[src/hdl/decode_pkg.sv]
package decode_pkg;

    typedef logic [31:0] word_t;
    typedef logic [4:0]  reg_addr_t;
    typedef logic [5:0]  opcode_t;
    typedef logic [5:0]  func_t;

    // one-hot, bit 0 first: add sub slt sltu and nor or xor sll srl sra lui
    typedef logic [11:0] alu_op_t;

    // primary opcodes
    localparam opcode_t OP_SPECIAL = 6'h00;
    localparam opcode_t OP_REGIMM  = 6'h01;
    localparam opcode_t OP_J       = 6'h02;
    localparam opcode_t OP_JAL     = 6'h03;
    localparam opcode_t OP_BEQ     = 6'h04;
    localparam opcode_t OP_BNE     = 6'h05;
    localparam opcode_t OP_BLEZ    = 6'h06;
    localparam opcode_t OP_BGTZ    = 6'h07;
    localparam opcode_t OP_ADDIU   = 6'h09;
    localparam opcode_t OP_SLTI    = 6'h0a;
    localparam opcode_t OP_SLTIU   = 6'h0b;
    localparam opcode_t OP_ANDI    = 6'h0c;
    localparam opcode_t OP_ORI     = 6'h0d;
    localparam opcode_t OP_XORI    = 6'h0e;
    localparam opcode_t OP_LUI     = 6'h0f;
    localparam opcode_t OP_LW      = 6'h23;
    localparam opcode_t OP_SW      = 6'h2b;

    // special function field
    localparam func_t FN_SLL  = 6'h00;
    localparam func_t FN_SRL  = 6'h02;
    localparam func_t FN_SRA  = 6'h03;
    localparam func_t FN_JR   = 6'h08;
    localparam func_t FN_ADDU = 6'h21;
    localparam func_t FN_SUBU = 6'h23;
    localparam func_t FN_AND  = 6'h24;
    localparam func_t FN_OR   = 6'h25;
    localparam func_t FN_XOR  = 6'h26;
    localparam func_t FN_NOR  = 6'h27;
    localparam func_t FN_SLT  = 6'h2a;
    localparam func_t FN_SLTU = 6'h2b;

    // regimm rt field
    localparam reg_addr_t RT_BLTZ = 5'h00;
    localparam reg_addr_t RT_BGEZ = 5'h01;

    localparam reg_addr_t LINK_REG = 5'd31;

    typedef struct packed {
        word_t pc;
        word_t inst;
        word_t pred_pc;
        logic  pred_valid;
    } fetch_bundle_t;

    typedef struct packed {
        logic      valid;
        logic      reg_write;
        reg_addr_t rd;
        word_t     result;
    } fwd_src_t;

    typedef struct packed {
        alu_op_t     alu_op;
        logic        src1_is_sa;
        logic        src1_is_pc;
        logic        src2_is_imm;
        logic        src2_is_zimm;
        logic        src2_is_8;
        logic        res_from_mem;
        logic        gr_we;
        logic        mem_we;
        reg_addr_t   dest;
        logic [15:0] imm;
        logic        reserved;
    } ctrl_t;

    typedef struct packed {
        logic  is_branch;
        logic  taken;
        word_t target;
        word_t real_target;
        logic  mispredict;
    } branch_t;

    typedef struct packed {
        ctrl_t     ctrl;
        reg_addr_t rs;
        reg_addr_t rt;
        word_t     rs_value;
        word_t     rt_value;
        word_t     pc;
        word_t     real_target;
        word_t     pred_pc;
    } issue_bundle_t;

endpackage
[src/hdl/decode_stage.sv]
`timescale 1ns/1ps

module decode_stage #(
    parameter int NUM_FWD = 3
) (
    input  logic                      clk,
    input  logic                      reset,
    input  logic                      in_valid,
    output logic                      in_ready,
    input  decode_pkg::fetch_bundle_t in_bundle,
    output logic                      out_valid,
    input  logic                      out_ready,
    output decode_pkg::issue_bundle_t out_bundle,
    output decode_pkg::reg_addr_t     rf_raddr1,
    output decode_pkg::reg_addr_t     rf_raddr2,
    input  decode_pkg::word_t         rf_rdata1,
    input  decode_pkg::word_t         rf_rdata2,
    input  decode_pkg::fwd_src_t      fwd [NUM_FWD],
    input  logic                      stall,
    input  logic                      flush,
    output logic                      taken,
    output decode_pkg::word_t         target,
    output logic                      mispredict
);

    logic                      item_valid;
    logic                      item_ready;
    decode_pkg::fetch_bundle_t item;
    decode_pkg::ctrl_t         ctrl;
    decode_pkg::branch_t       br;
    decode_pkg::word_t         rs_value;
    decode_pkg::word_t         rt_value;

    fetch_latch latch_i (
        .clk        (clk),
        .reset      (reset),
        .in_valid   (in_valid),
        .in_ready   (in_ready),
        .in_bundle  (in_bundle),
        .item_ready (item_ready),
        .item_valid (item_valid),
        .item       (item)
    );

    inst_decoder decoder_i (
        .item (item),
        .ctrl (ctrl)
    );

    branch_resolver #(
        .NUM_FWD (NUM_FWD)
    ) resolver_i (
        .clk        (clk),
        .item_valid (item_valid),
        .item       (item),
        .stall      (stall),
        .rf_rdata1  (rf_rdata1),
        .rf_rdata2  (rf_rdata2),
        .fwd        (fwd),
        .rf_raddr1  (rf_raddr1),
        .rf_raddr2  (rf_raddr2),
        .rs_value   (rs_value),
        .rt_value   (rt_value),
        .br         (br)
    );

    issue_merge merge_i (
        .clk        (clk),
        .item_valid (item_valid),
        .item       (item),
        .ctrl       (ctrl),
        .br         (br),
        .rs_value   (rs_value),
        .rt_value   (rt_value),
        .stall      (stall),
        .flush      (flush),
        .out_ready  (out_ready),
        .item_ready (item_ready),
        .out_valid  (out_valid),
        .out_bundle (out_bundle)
    );

    // redirect address for fetch on a mispredict
    assign taken      = br.taken;
    assign target     = br.real_target;
    assign mispredict = br.mispredict;

endmodule

[src/hdl/issue_merge.sv]
`timescale 1ns/1ps

module issue_merge (
    input  logic                      clk,
    input  logic                      item_valid,
    input  decode_pkg::fetch_bundle_t item,
    input  decode_pkg::ctrl_t         ctrl,
    input  decode_pkg::branch_t       br,
    input  decode_pkg::word_t         rs_value,
    input  decode_pkg::word_t         rt_value,
    input  logic                      stall,
    input  logic                      flush,
    input  logic                      out_ready,
    output logic                      item_ready,
    output logic                      out_valid,
    output decode_pkg::issue_bundle_t out_bundle
);

    // a flushed item still drains on out_ready, just without a transfer
    assign item_ready = !item_valid || (!stall && out_ready);
    assign out_valid  = item_valid && !stall && !flush;

    always_comb begin
        out_bundle.ctrl        = ctrl;
        out_bundle.rs          = item.inst[25:21];
        out_bundle.rt          = item.inst[20:16];
        out_bundle.rs_value    = rs_value;
        out_bundle.rt_value    = rt_value;
        out_bundle.pc          = item.pc;
        out_bundle.real_target = br.real_target;
        out_bundle.pred_pc     = item.pred_pc;
    end

    // an issue that waits keeps the same item in the latch
    held_item_stays: assert property (
        @(posedge clk) out_valid && !out_ready |=> item_valid && $stable(item)
    );

endmodule

[src/hdl/branch_resolver.sv]
`timescale 1ns/1ps

module branch_resolver #(
    parameter int NUM_FWD = 3
) (
    input  logic                      clk,
    input  logic                      item_valid,
    input  decode_pkg::fetch_bundle_t item,
    input  logic                      stall,
    input  decode_pkg::word_t         rf_rdata1,
    input  decode_pkg::word_t         rf_rdata2,
    input  decode_pkg::fwd_src_t      fwd [NUM_FWD],
    output decode_pkg::reg_addr_t     rf_raddr1,
    output decode_pkg::reg_addr_t     rf_raddr2,
    output decode_pkg::word_t         rs_value,
    output decode_pkg::word_t         rt_value,
    output decode_pkg::branch_t       br
);

    decode_pkg::opcode_t   op;
    decode_pkg::reg_addr_t rs;
    decode_pkg::reg_addr_t rt;
    decode_pkg::word_t     pc4;
    decode_pkg::word_t     br_offset;
    decode_pkg::word_t     jump_target;

    logic is_beq, is_bne, is_bgez, is_bltz, is_blez, is_bgtz;
    logic is_j, is_jal, is_jr;
    logic rs_eq_rt, rs_lt_zero, rs_le_zero;
    logic cond_taken;

    assign op = item.inst[31:26];
    assign rs = item.inst[25:21];
    assign rt = item.inst[20:16];

    assign rf_raddr1 = rs;
    assign rf_raddr2 = rt;

    always_comb begin
        rs_value = rf_rdata1;
        rt_value = rf_rdata2;
        // walk from the far end so the lowest index wins
        for (int i = NUM_FWD - 1; i >= 0; i--) begin
            if (fwd[i].valid && fwd[i].reg_write && fwd[i].rd != '0) begin
                if (fwd[i].rd == rs) rs_value = fwd[i].result;
                if (fwd[i].rd == rt) rt_value = fwd[i].result;
            end
        end
    end

    assign is_beq  = (op == decode_pkg::OP_BEQ);
    assign is_bne  = (op == decode_pkg::OP_BNE);
    assign is_bgez = (op == decode_pkg::OP_REGIMM) && rt == decode_pkg::RT_BGEZ;
    assign is_bltz = (op == decode_pkg::OP_REGIMM) && rt == decode_pkg::RT_BLTZ;
    assign is_blez = (op == decode_pkg::OP_BLEZ) && rt == '0;
    assign is_bgtz = (op == decode_pkg::OP_BGTZ) && rt == '0;
    assign is_j    = (op == decode_pkg::OP_J);
    assign is_jal  = (op == decode_pkg::OP_JAL);
    assign is_jr   = (op == decode_pkg::OP_SPECIAL) && item.inst[5:0] == decode_pkg::FN_JR
                     && item.inst[20:6] == '0;

    assign rs_eq_rt   = (rs_value == rt_value);
    assign rs_lt_zero = rs_value[31];
    assign rs_le_zero = rs_value[31] || rs_value == '0;

    assign pc4       = item.pc + 32'd4;
    assign br_offset = {{14{item.inst[15]}}, item.inst[15:0], 2'b00};

    always_comb begin
        if (is_jr) begin
            jump_target = rs_value;
        end else if (is_j || is_jal) begin
            jump_target = {pc4[31:28], item.inst[25:0], 2'b00};
        end else begin
            jump_target = pc4 + br_offset;
        end
    end

    assign cond_taken = (is_beq  &&  rs_eq_rt)   || (is_bne  && !rs_eq_rt)
                     || (is_bgez && !rs_lt_zero) || (is_bltz &&  rs_lt_zero)
                     || (is_blez &&  rs_le_zero) || (is_bgtz && !rs_le_zero)
                     || is_j || is_jal || is_jr;

    always_comb begin
        br.is_branch   = is_beq | is_bne | is_bgez | is_bltz | is_blez | is_bgtz
                       | is_j | is_jal | is_jr;
        br.taken       = cond_taken && item_valid && !stall;
        br.target      = jump_target;
        // fall-through skips the delay slot
        br.real_target = cond_taken ? jump_target : item.pc + 32'd8;
        br.mispredict  = item_valid && !stall && item.pred_valid
                         && br.real_target != item.pred_pc;
    end

    // redirects go out unstalled and to a word address
    taken_aligned_unstalled: assert property (
        @(posedge clk) br.taken |-> !stall && br.real_target[1:0] == 2'b00
    );

endmodule

[src/hdl/inst_decoder.sv]
`timescale 1ns/1ps

module inst_decoder (
    input  decode_pkg::fetch_bundle_t item,
    output decode_pkg::ctrl_t         ctrl
);

    decode_pkg::opcode_t   op;
    decode_pkg::reg_addr_t rs;
    decode_pkg::reg_addr_t rt;
    decode_pkg::reg_addr_t rd;
    decode_pkg::reg_addr_t sa;
    decode_pkg::func_t     func;

    logic is_special;
    logic inst_addu, inst_subu, inst_slt, inst_sltu;
    logic inst_and, inst_or, inst_xor, inst_nor;
    logic inst_sll, inst_srl, inst_sra, inst_jr;
    logic inst_addiu, inst_slti, inst_sltiu;
    logic inst_andi, inst_ori, inst_xori, inst_lui;
    logic inst_lw, inst_sw;
    logic inst_beq, inst_bne, inst_bgez, inst_bltz, inst_blez, inst_bgtz;
    logic inst_j, inst_jal;
    logic any_branch;
    logic dst_is_rt;
    logic known;

    assign op   = item.inst[31:26];
    assign rs   = item.inst[25:21];
    assign rt   = item.inst[20:16];
    assign rd   = item.inst[15:11];
    assign sa   = item.inst[10:6];
    assign func = item.inst[5:0];

    assign is_special = (op == decode_pkg::OP_SPECIAL);

    // three-register forms need a zero shift amount
    assign inst_addu = is_special && func == decode_pkg::FN_ADDU && sa == '0;
    assign inst_subu = is_special && func == decode_pkg::FN_SUBU && sa == '0;
    assign inst_slt  = is_special && func == decode_pkg::FN_SLT  && sa == '0;
    assign inst_sltu = is_special && func == decode_pkg::FN_SLTU && sa == '0;
    assign inst_and  = is_special && func == decode_pkg::FN_AND  && sa == '0;
    assign inst_or   = is_special && func == decode_pkg::FN_OR   && sa == '0;
    assign inst_xor  = is_special && func == decode_pkg::FN_XOR  && sa == '0;
    assign inst_nor  = is_special && func == decode_pkg::FN_NOR  && sa == '0;

    // shifts by immediate, rs unused
    assign inst_sll = is_special && func == decode_pkg::FN_SLL && rs == '0;
    assign inst_srl = is_special && func == decode_pkg::FN_SRL && rs == '0;
    assign inst_sra = is_special && func == decode_pkg::FN_SRA && rs == '0;

    assign inst_jr = is_special && func == decode_pkg::FN_JR
                     && rt == '0 && rd == '0 && sa == '0;

    assign inst_addiu = (op == decode_pkg::OP_ADDIU);
    assign inst_slti  = (op == decode_pkg::OP_SLTI);
    assign inst_sltiu = (op == decode_pkg::OP_SLTIU);
    assign inst_andi  = (op == decode_pkg::OP_ANDI);
    assign inst_ori   = (op == decode_pkg::OP_ORI);
    assign inst_xori  = (op == decode_pkg::OP_XORI);
    assign inst_lui   = (op == decode_pkg::OP_LUI) && rs == '0;
    assign inst_lw    = (op == decode_pkg::OP_LW);
    assign inst_sw    = (op == decode_pkg::OP_SW);

    assign inst_beq  = (op == decode_pkg::OP_BEQ);
    assign inst_bne  = (op == decode_pkg::OP_BNE);
    assign inst_bgez = (op == decode_pkg::OP_REGIMM) && rt == decode_pkg::RT_BGEZ;
    assign inst_bltz = (op == decode_pkg::OP_REGIMM) && rt == decode_pkg::RT_BLTZ;
    assign inst_blez = (op == decode_pkg::OP_BLEZ) && rt == '0;
    assign inst_bgtz = (op == decode_pkg::OP_BGTZ) && rt == '0;
    assign inst_j    = (op == decode_pkg::OP_J);
    assign inst_jal  = (op == decode_pkg::OP_JAL);

    assign any_branch = inst_beq | inst_bne | inst_bgez | inst_bltz | inst_blez | inst_bgtz;

    assign dst_is_rt = inst_addiu | inst_slti | inst_sltiu | inst_andi | inst_ori
                     | inst_xori | inst_lui | inst_lw;

    assign known = inst_addu | inst_subu | inst_slt | inst_sltu | inst_and | inst_or
                 | inst_xor | inst_nor | inst_sll | inst_srl | inst_sra | inst_jr
                 | dst_is_rt | inst_sw | any_branch | inst_j | inst_jal;

    always_comb begin
        // lsb is add, msb is lui
        ctrl.alu_op = {inst_lui,
                       inst_sra,
                       inst_srl,
                       inst_sll,
                       inst_xor  | inst_xori,
                       inst_or   | inst_ori,
                       inst_nor,
                       inst_and  | inst_andi,
                       inst_sltu | inst_sltiu,
                       inst_slt  | inst_slti,
                       inst_subu,
                       inst_addu | inst_addiu | inst_lw | inst_sw | inst_jal};
        ctrl.src1_is_sa   = inst_sll | inst_srl | inst_sra;
        ctrl.src1_is_pc   = inst_jal;
        ctrl.src2_is_imm  = inst_addiu | inst_slti | inst_sltiu | inst_lui | inst_lw | inst_sw;
        ctrl.src2_is_zimm = inst_andi | inst_ori | inst_xori;
        ctrl.src2_is_8    = inst_jal;
        ctrl.res_from_mem = inst_lw;
        ctrl.gr_we        = !(inst_sw | any_branch | inst_j | inst_jr);
        ctrl.mem_we       = inst_sw;
        ctrl.imm          = item.inst[15:0];
        ctrl.reserved     = !known;
        if (inst_jal) begin
            ctrl.dest = decode_pkg::LINK_REG;
        end else if (dst_is_rt) begin
            ctrl.dest = rt;
        end else begin
            ctrl.dest = rd;
        end
    end

endmodule

[src/hdl/fetch_latch.sv]
`timescale 1ns/1ps

module fetch_latch (
    input  logic                      clk,
    input  logic                      reset,
    input  logic                      in_valid,
    output logic                      in_ready,
    input  decode_pkg::fetch_bundle_t in_bundle,
    input  logic                      item_ready,
    output logic                      item_valid,
    output decode_pkg::fetch_bundle_t item
);

    // full latch only takes a new item when the old one leaves
    assign in_ready = !item_valid || item_ready;

    always_ff @(posedge clk) begin
        if (reset) begin
            item_valid <= 1'b0;
        end else if (in_ready) begin
            item_valid <= in_valid;
        end
    end

    always_ff @(posedge clk) begin
        if (in_valid && in_ready) begin
            item <= in_bundle;
        end
    end

    // fetch keeps its offer until it is taken
    in_offer_held: assert property (
        @(posedge clk) disable iff (reset)
        in_valid && !in_ready |=> in_valid && $stable(in_bundle)
    );

endmodule

[config.mk]
export PLATFORM = sky130hd
export DESIGN_NAME = decode_stage
export DESIGN_NICKNAME = d
export VERILOG_FILES = /design/src/hdl/decode_pkg.sv /design/src/hdl/decode_stage.sv /design/src/hdl/issue_merge.sv /design/src/hdl/branch_resolver.sv /design/src/hdl/inst_decoder.sv /design/src/hdl/fetch_latch.sv
export SDC_FILE = /design/constraint.sdc
export NUM_CORES = 1
export LEC_CHECK = 0
export BUFFER_PORTS_ARGS = -buffer_cell sky130_fd_sc_hd__buf_4
export CORE_AREA = 2 2 210 212
export CTS_BUF_LIST = sky130_fd_sc_hd__clkbuf_16
export DETAILED_ROUTE_END_ITERATION = 8
export DIE_AREA = 0 0 212 214
export GPL_TIMING_DRIVEN = 0
export RECOVER_POWER = 25
export SYNTH_ARGS = -nofsm -noshare
export SYNTH_HDL_FRONTEND = slang
export SYNTH_SLANG_ARGS = --single-unit
[constraint.sdc]
create_clock -name clk -period 17.2 [get_ports clk]
set_clock_uncertainty 0.1 [all_clocks]
set_input_delay 2.58 -clock clk [delete_from_list [all_inputs] [get_ports clk]]
set_output_delay 2.58 -clock clk [all_outputs]
set_load 0.1 [all_outputs]
==> summary.txt <==
Status
  • Status: finished, violations left
  • Failing checks: max-capacitance violations, max-slew violations

Clocking
  • CTS max path bufs: 2
  • Clk slew on worst S/H paths: 0.08 ns
  • CTS Root Cell: clkbuf_16
  • Later-pin clock latency in the skew report: 0.38 ns
  • Post-CTS Setup Repair Bufs: 0
  • Num CTS Buffers: 9
  • H-tree Lvls: 3
  • Hold_buf cts: 0
  • Post-cts resize count: 0
  • CTS tree: done
  • Sink Count: 98

Placed design
  • HPWL Detailed: 64600 um
  • RePlAce Congestion: 1.03
  • DP Area: 18100 um2
  • Dpl ws: 5.83 ns
  • Port Buf Inserts: 541

Yosys
  • Ranking of synthesized cells by area: edfxtp_1, buf_4, xnor2_1, nand2_1, xor2_1
  • EDFF count, synth: 97
  • Mapped Nets: 1935
  • Seq cells post-synth: 98
  • Post-synth design cell area: 13300 um2
  • Synth Warn #: 0
  • Yosys top cell area share: 21.9%
  • Register area share after synthesis: 22.1%
  • Cells after Synth: 1619
  • Count of cell types in the netlist: 87
  • Post-Syn Area per Cell: 8.20 um2
  • Synth top cells by count: buf_4, nand2_1, edfxtp_1
  • Async set-or-reset flop fraction in the synthesized netlist: 0%
  • Synth area leader: edfxtp_1
  • Top-count cell post-synth: buf_4
  • Top FF cell, synth: edfxtp_1

Timing
  • Final Hold Viols: 0
  • RSZ-0062 raised after global routing: false
  • Slew @ Worst Pin: 2.70 ns
  • Min setup slack post-route: 5.71 ns
  • # setup viols final: 0
  • Min Clock Period, post-route: 11.49 ns
  • Fin. max-slew vios: 37
  • Post-route clock period utilization: 66.8%
  • F_max: 0.0871 GHz
  • Relative slew slack: -80.3%
  • Setup_tns: 0 ns

Floorplanning
  • Initial Util: 31.0%
  • I/O pin cnt: 542
  • Core area: 42900 um2
  • Site Rows: 76
  • Die Area: 45400 um2
  • Die Y: 214 um
  • Die X: 212 um

Min path
  • Hold path depth: 2
  • Worst hold path class: reg -> reg
  • Min-delay src: latch_i.item_valid
  • Hold Path Sink: latch_i.item_valid

Worst setup path
  • Reg2reg end: latch_i.item[55]
  • CP Cell Sequence: buf_4 -> xnor2_1 -> and4_1 -> clkbuf_1 -> buf_1 -> a21boi_0 -> o311ai_1 -> and4bb_1 -> o22ai_1 -> nor4_1 -> and4_4 -> mux2i_1 -> nor2_1 -> o21ai_0 -> o2111ai_1 -> or4_1 -> nor4_1 -> nor3b_1 -> buf_4
  • Setup crit start kind: input pin
  • Critical path peak fanout: 10
  • Crit Path Class: in -> out
  • Critical path required time: 14.52 ns
  • Flop-to-flop setup slack: 13.88 ns
  • CP Data Arrival Time: 8.81 ns
  • R2r worst-path depth: 3
  • Endpoint type of the worst setup path: output port
  • Critical-path top delay cell: o311ai_1
  • Reg-to-reg startpoint: latch_i.item_valid
  • CP max stage delay: 0.70 ns

Routing
  • Via-per-instance ratio: 5.77
  • Vias: 15900
  • Final antenna-violating net count: 0
  • Post-detailed-route DRC marker count: 0
  • DR WL/cell: 27.5 um
  • Iteration count of the initial detailed-routing pass: 5
  • DR iter-0 viols: 1378
  • Routed Wire Length: 76000 um

Pwr
  • Maximum vdd drop: 0.0000934 V
  • Pleak: 7.88 nW
  • Cell Pwr Density: 75.4 nW/um2

Cells and area
  • Final nets: 2488
  • Filler cells: 4335
  • Layout cell share with drive strength beyond 1: 37.5%
  • Synth-to-Final Area Change: 38.7%
  • Post-Layout Inst Area: 18400 um2

Global route
  • First-pass GRT wire length: 107000 um
  • Vias in the first global route: 15400
  • Global-route usage over all layers: 32.2%
  • Largest net degree at the start of global routing: 62
  • Global route overflow: 0
  • Initial antenna violation count: 4

Flow run
  • Max cap viols: 1
power by group:
group          internal (mW)  switching, mW  total (mW)
Clock                  0.117          0.103       0.220
Sequential             0.281         0.0252       0.306
Combinational          0.238          0.624       0.862
Total                  0.636          0.752        1.39
final cells by class:
cell class	instances	area [um2]	share of cell area (%)
Multi-Input combinational cell	1254	8710	47.3
Timing Repair Buffer	542	4080	22.2
Sequential cell	98	2930	15.9
Buffer	241	1540	8.35
Tap cell	585	732	3.97
Clock buffer	9	225	1.22
Inverter	26	97.6	0.530
Clock inverter	7	93.8	0.510
Antenna cell	1	2.50	0.0136
how the worst max path moves through the flow:
stage / from / end / slack [ns] / cells after the start
2_1_floorplan: fwd[110] / mispredict / 4.40 / 16
3_3_place_gp: fwd[114] / mispredict / 5.81 / 20
3_5_place_dp: fwd[114] / mispredict / 5.83 / 20
4_1_cts: fwd[114] / mispredict / 5.83 / 20
5_1_grt: fwd[114] / mispredict / 5.53 / 20
6_report: fwd[36] / mispredict / 5.71 / 19
worst max-delay path, delay by kind of cell:
family	cells	cell delay [ns]
compound gates	5	1.78
xor+xnor	1	0.19
buf+inv	4	1.21
mux	1	0.36
simple gates	8	2.66
cell families after synthesis:
kind of cell	count (synthesis)	synth area share [%]
fa+ha+maj	32	3.07
flops	98	22.1
buf+inv	267	12.3
xor+xnor	122	8.05
compound gates	391	23.4
simple gates	670	28.0
mux	39	3.10
per-stage QoR:
step / std cells / total power, mW / hold WS (ns) / util [%]
floorplan: 1619 / 0.913 / 1.43 / -
global placement: 2745 / 1.16 / 0.433 / 42.1
detailed placement: 2746 / 1.16 / 0.471 / 42.2
CTS: 2762 / 1.39 / 0.487 / 43.0
global route: 2762 / 1.43 / 0.519 / 42.9
finish: 2763 / 1.39 / 0.474 / 42.9
per-layer routing:
| layer | GRT usage (%) | up-vias | wire, um |
|---|---|---|---|
| li1 | - | 7197 | - |
| met1 | 39.7 | 7695 | 30300 |
| met2 | 52.5 | 870 | 34900 |
| met3 | 7.07 | 175 | 6420 |
| met4 | 16.9 | 6 | 4310 |
| met5 | 0 | - | 42 |
sequential cells by signal (all words and copies together) (netlist names):
signal and count:
latch_i.item 97, latch_i.item_valid 1
cell usage in the layout (no fill, tap or decap), types with 34 or more instances in the layout:
master    instances
nand3_1          59
xnor2_1          70
xor2_1           52
mux2i_1          34
nor2_1           79
nand2_1         141
clkbuf_1         67
nand4_1          52
or2_2            38
a21oi_1          35
o21ai_0          64
edfxtp_1         97
and3_1           71
buf_4           588
nor3_1           75
clkbuf_4         96
o31ai_1          37
Note: power is estimated with default switching activity, not from simulation.
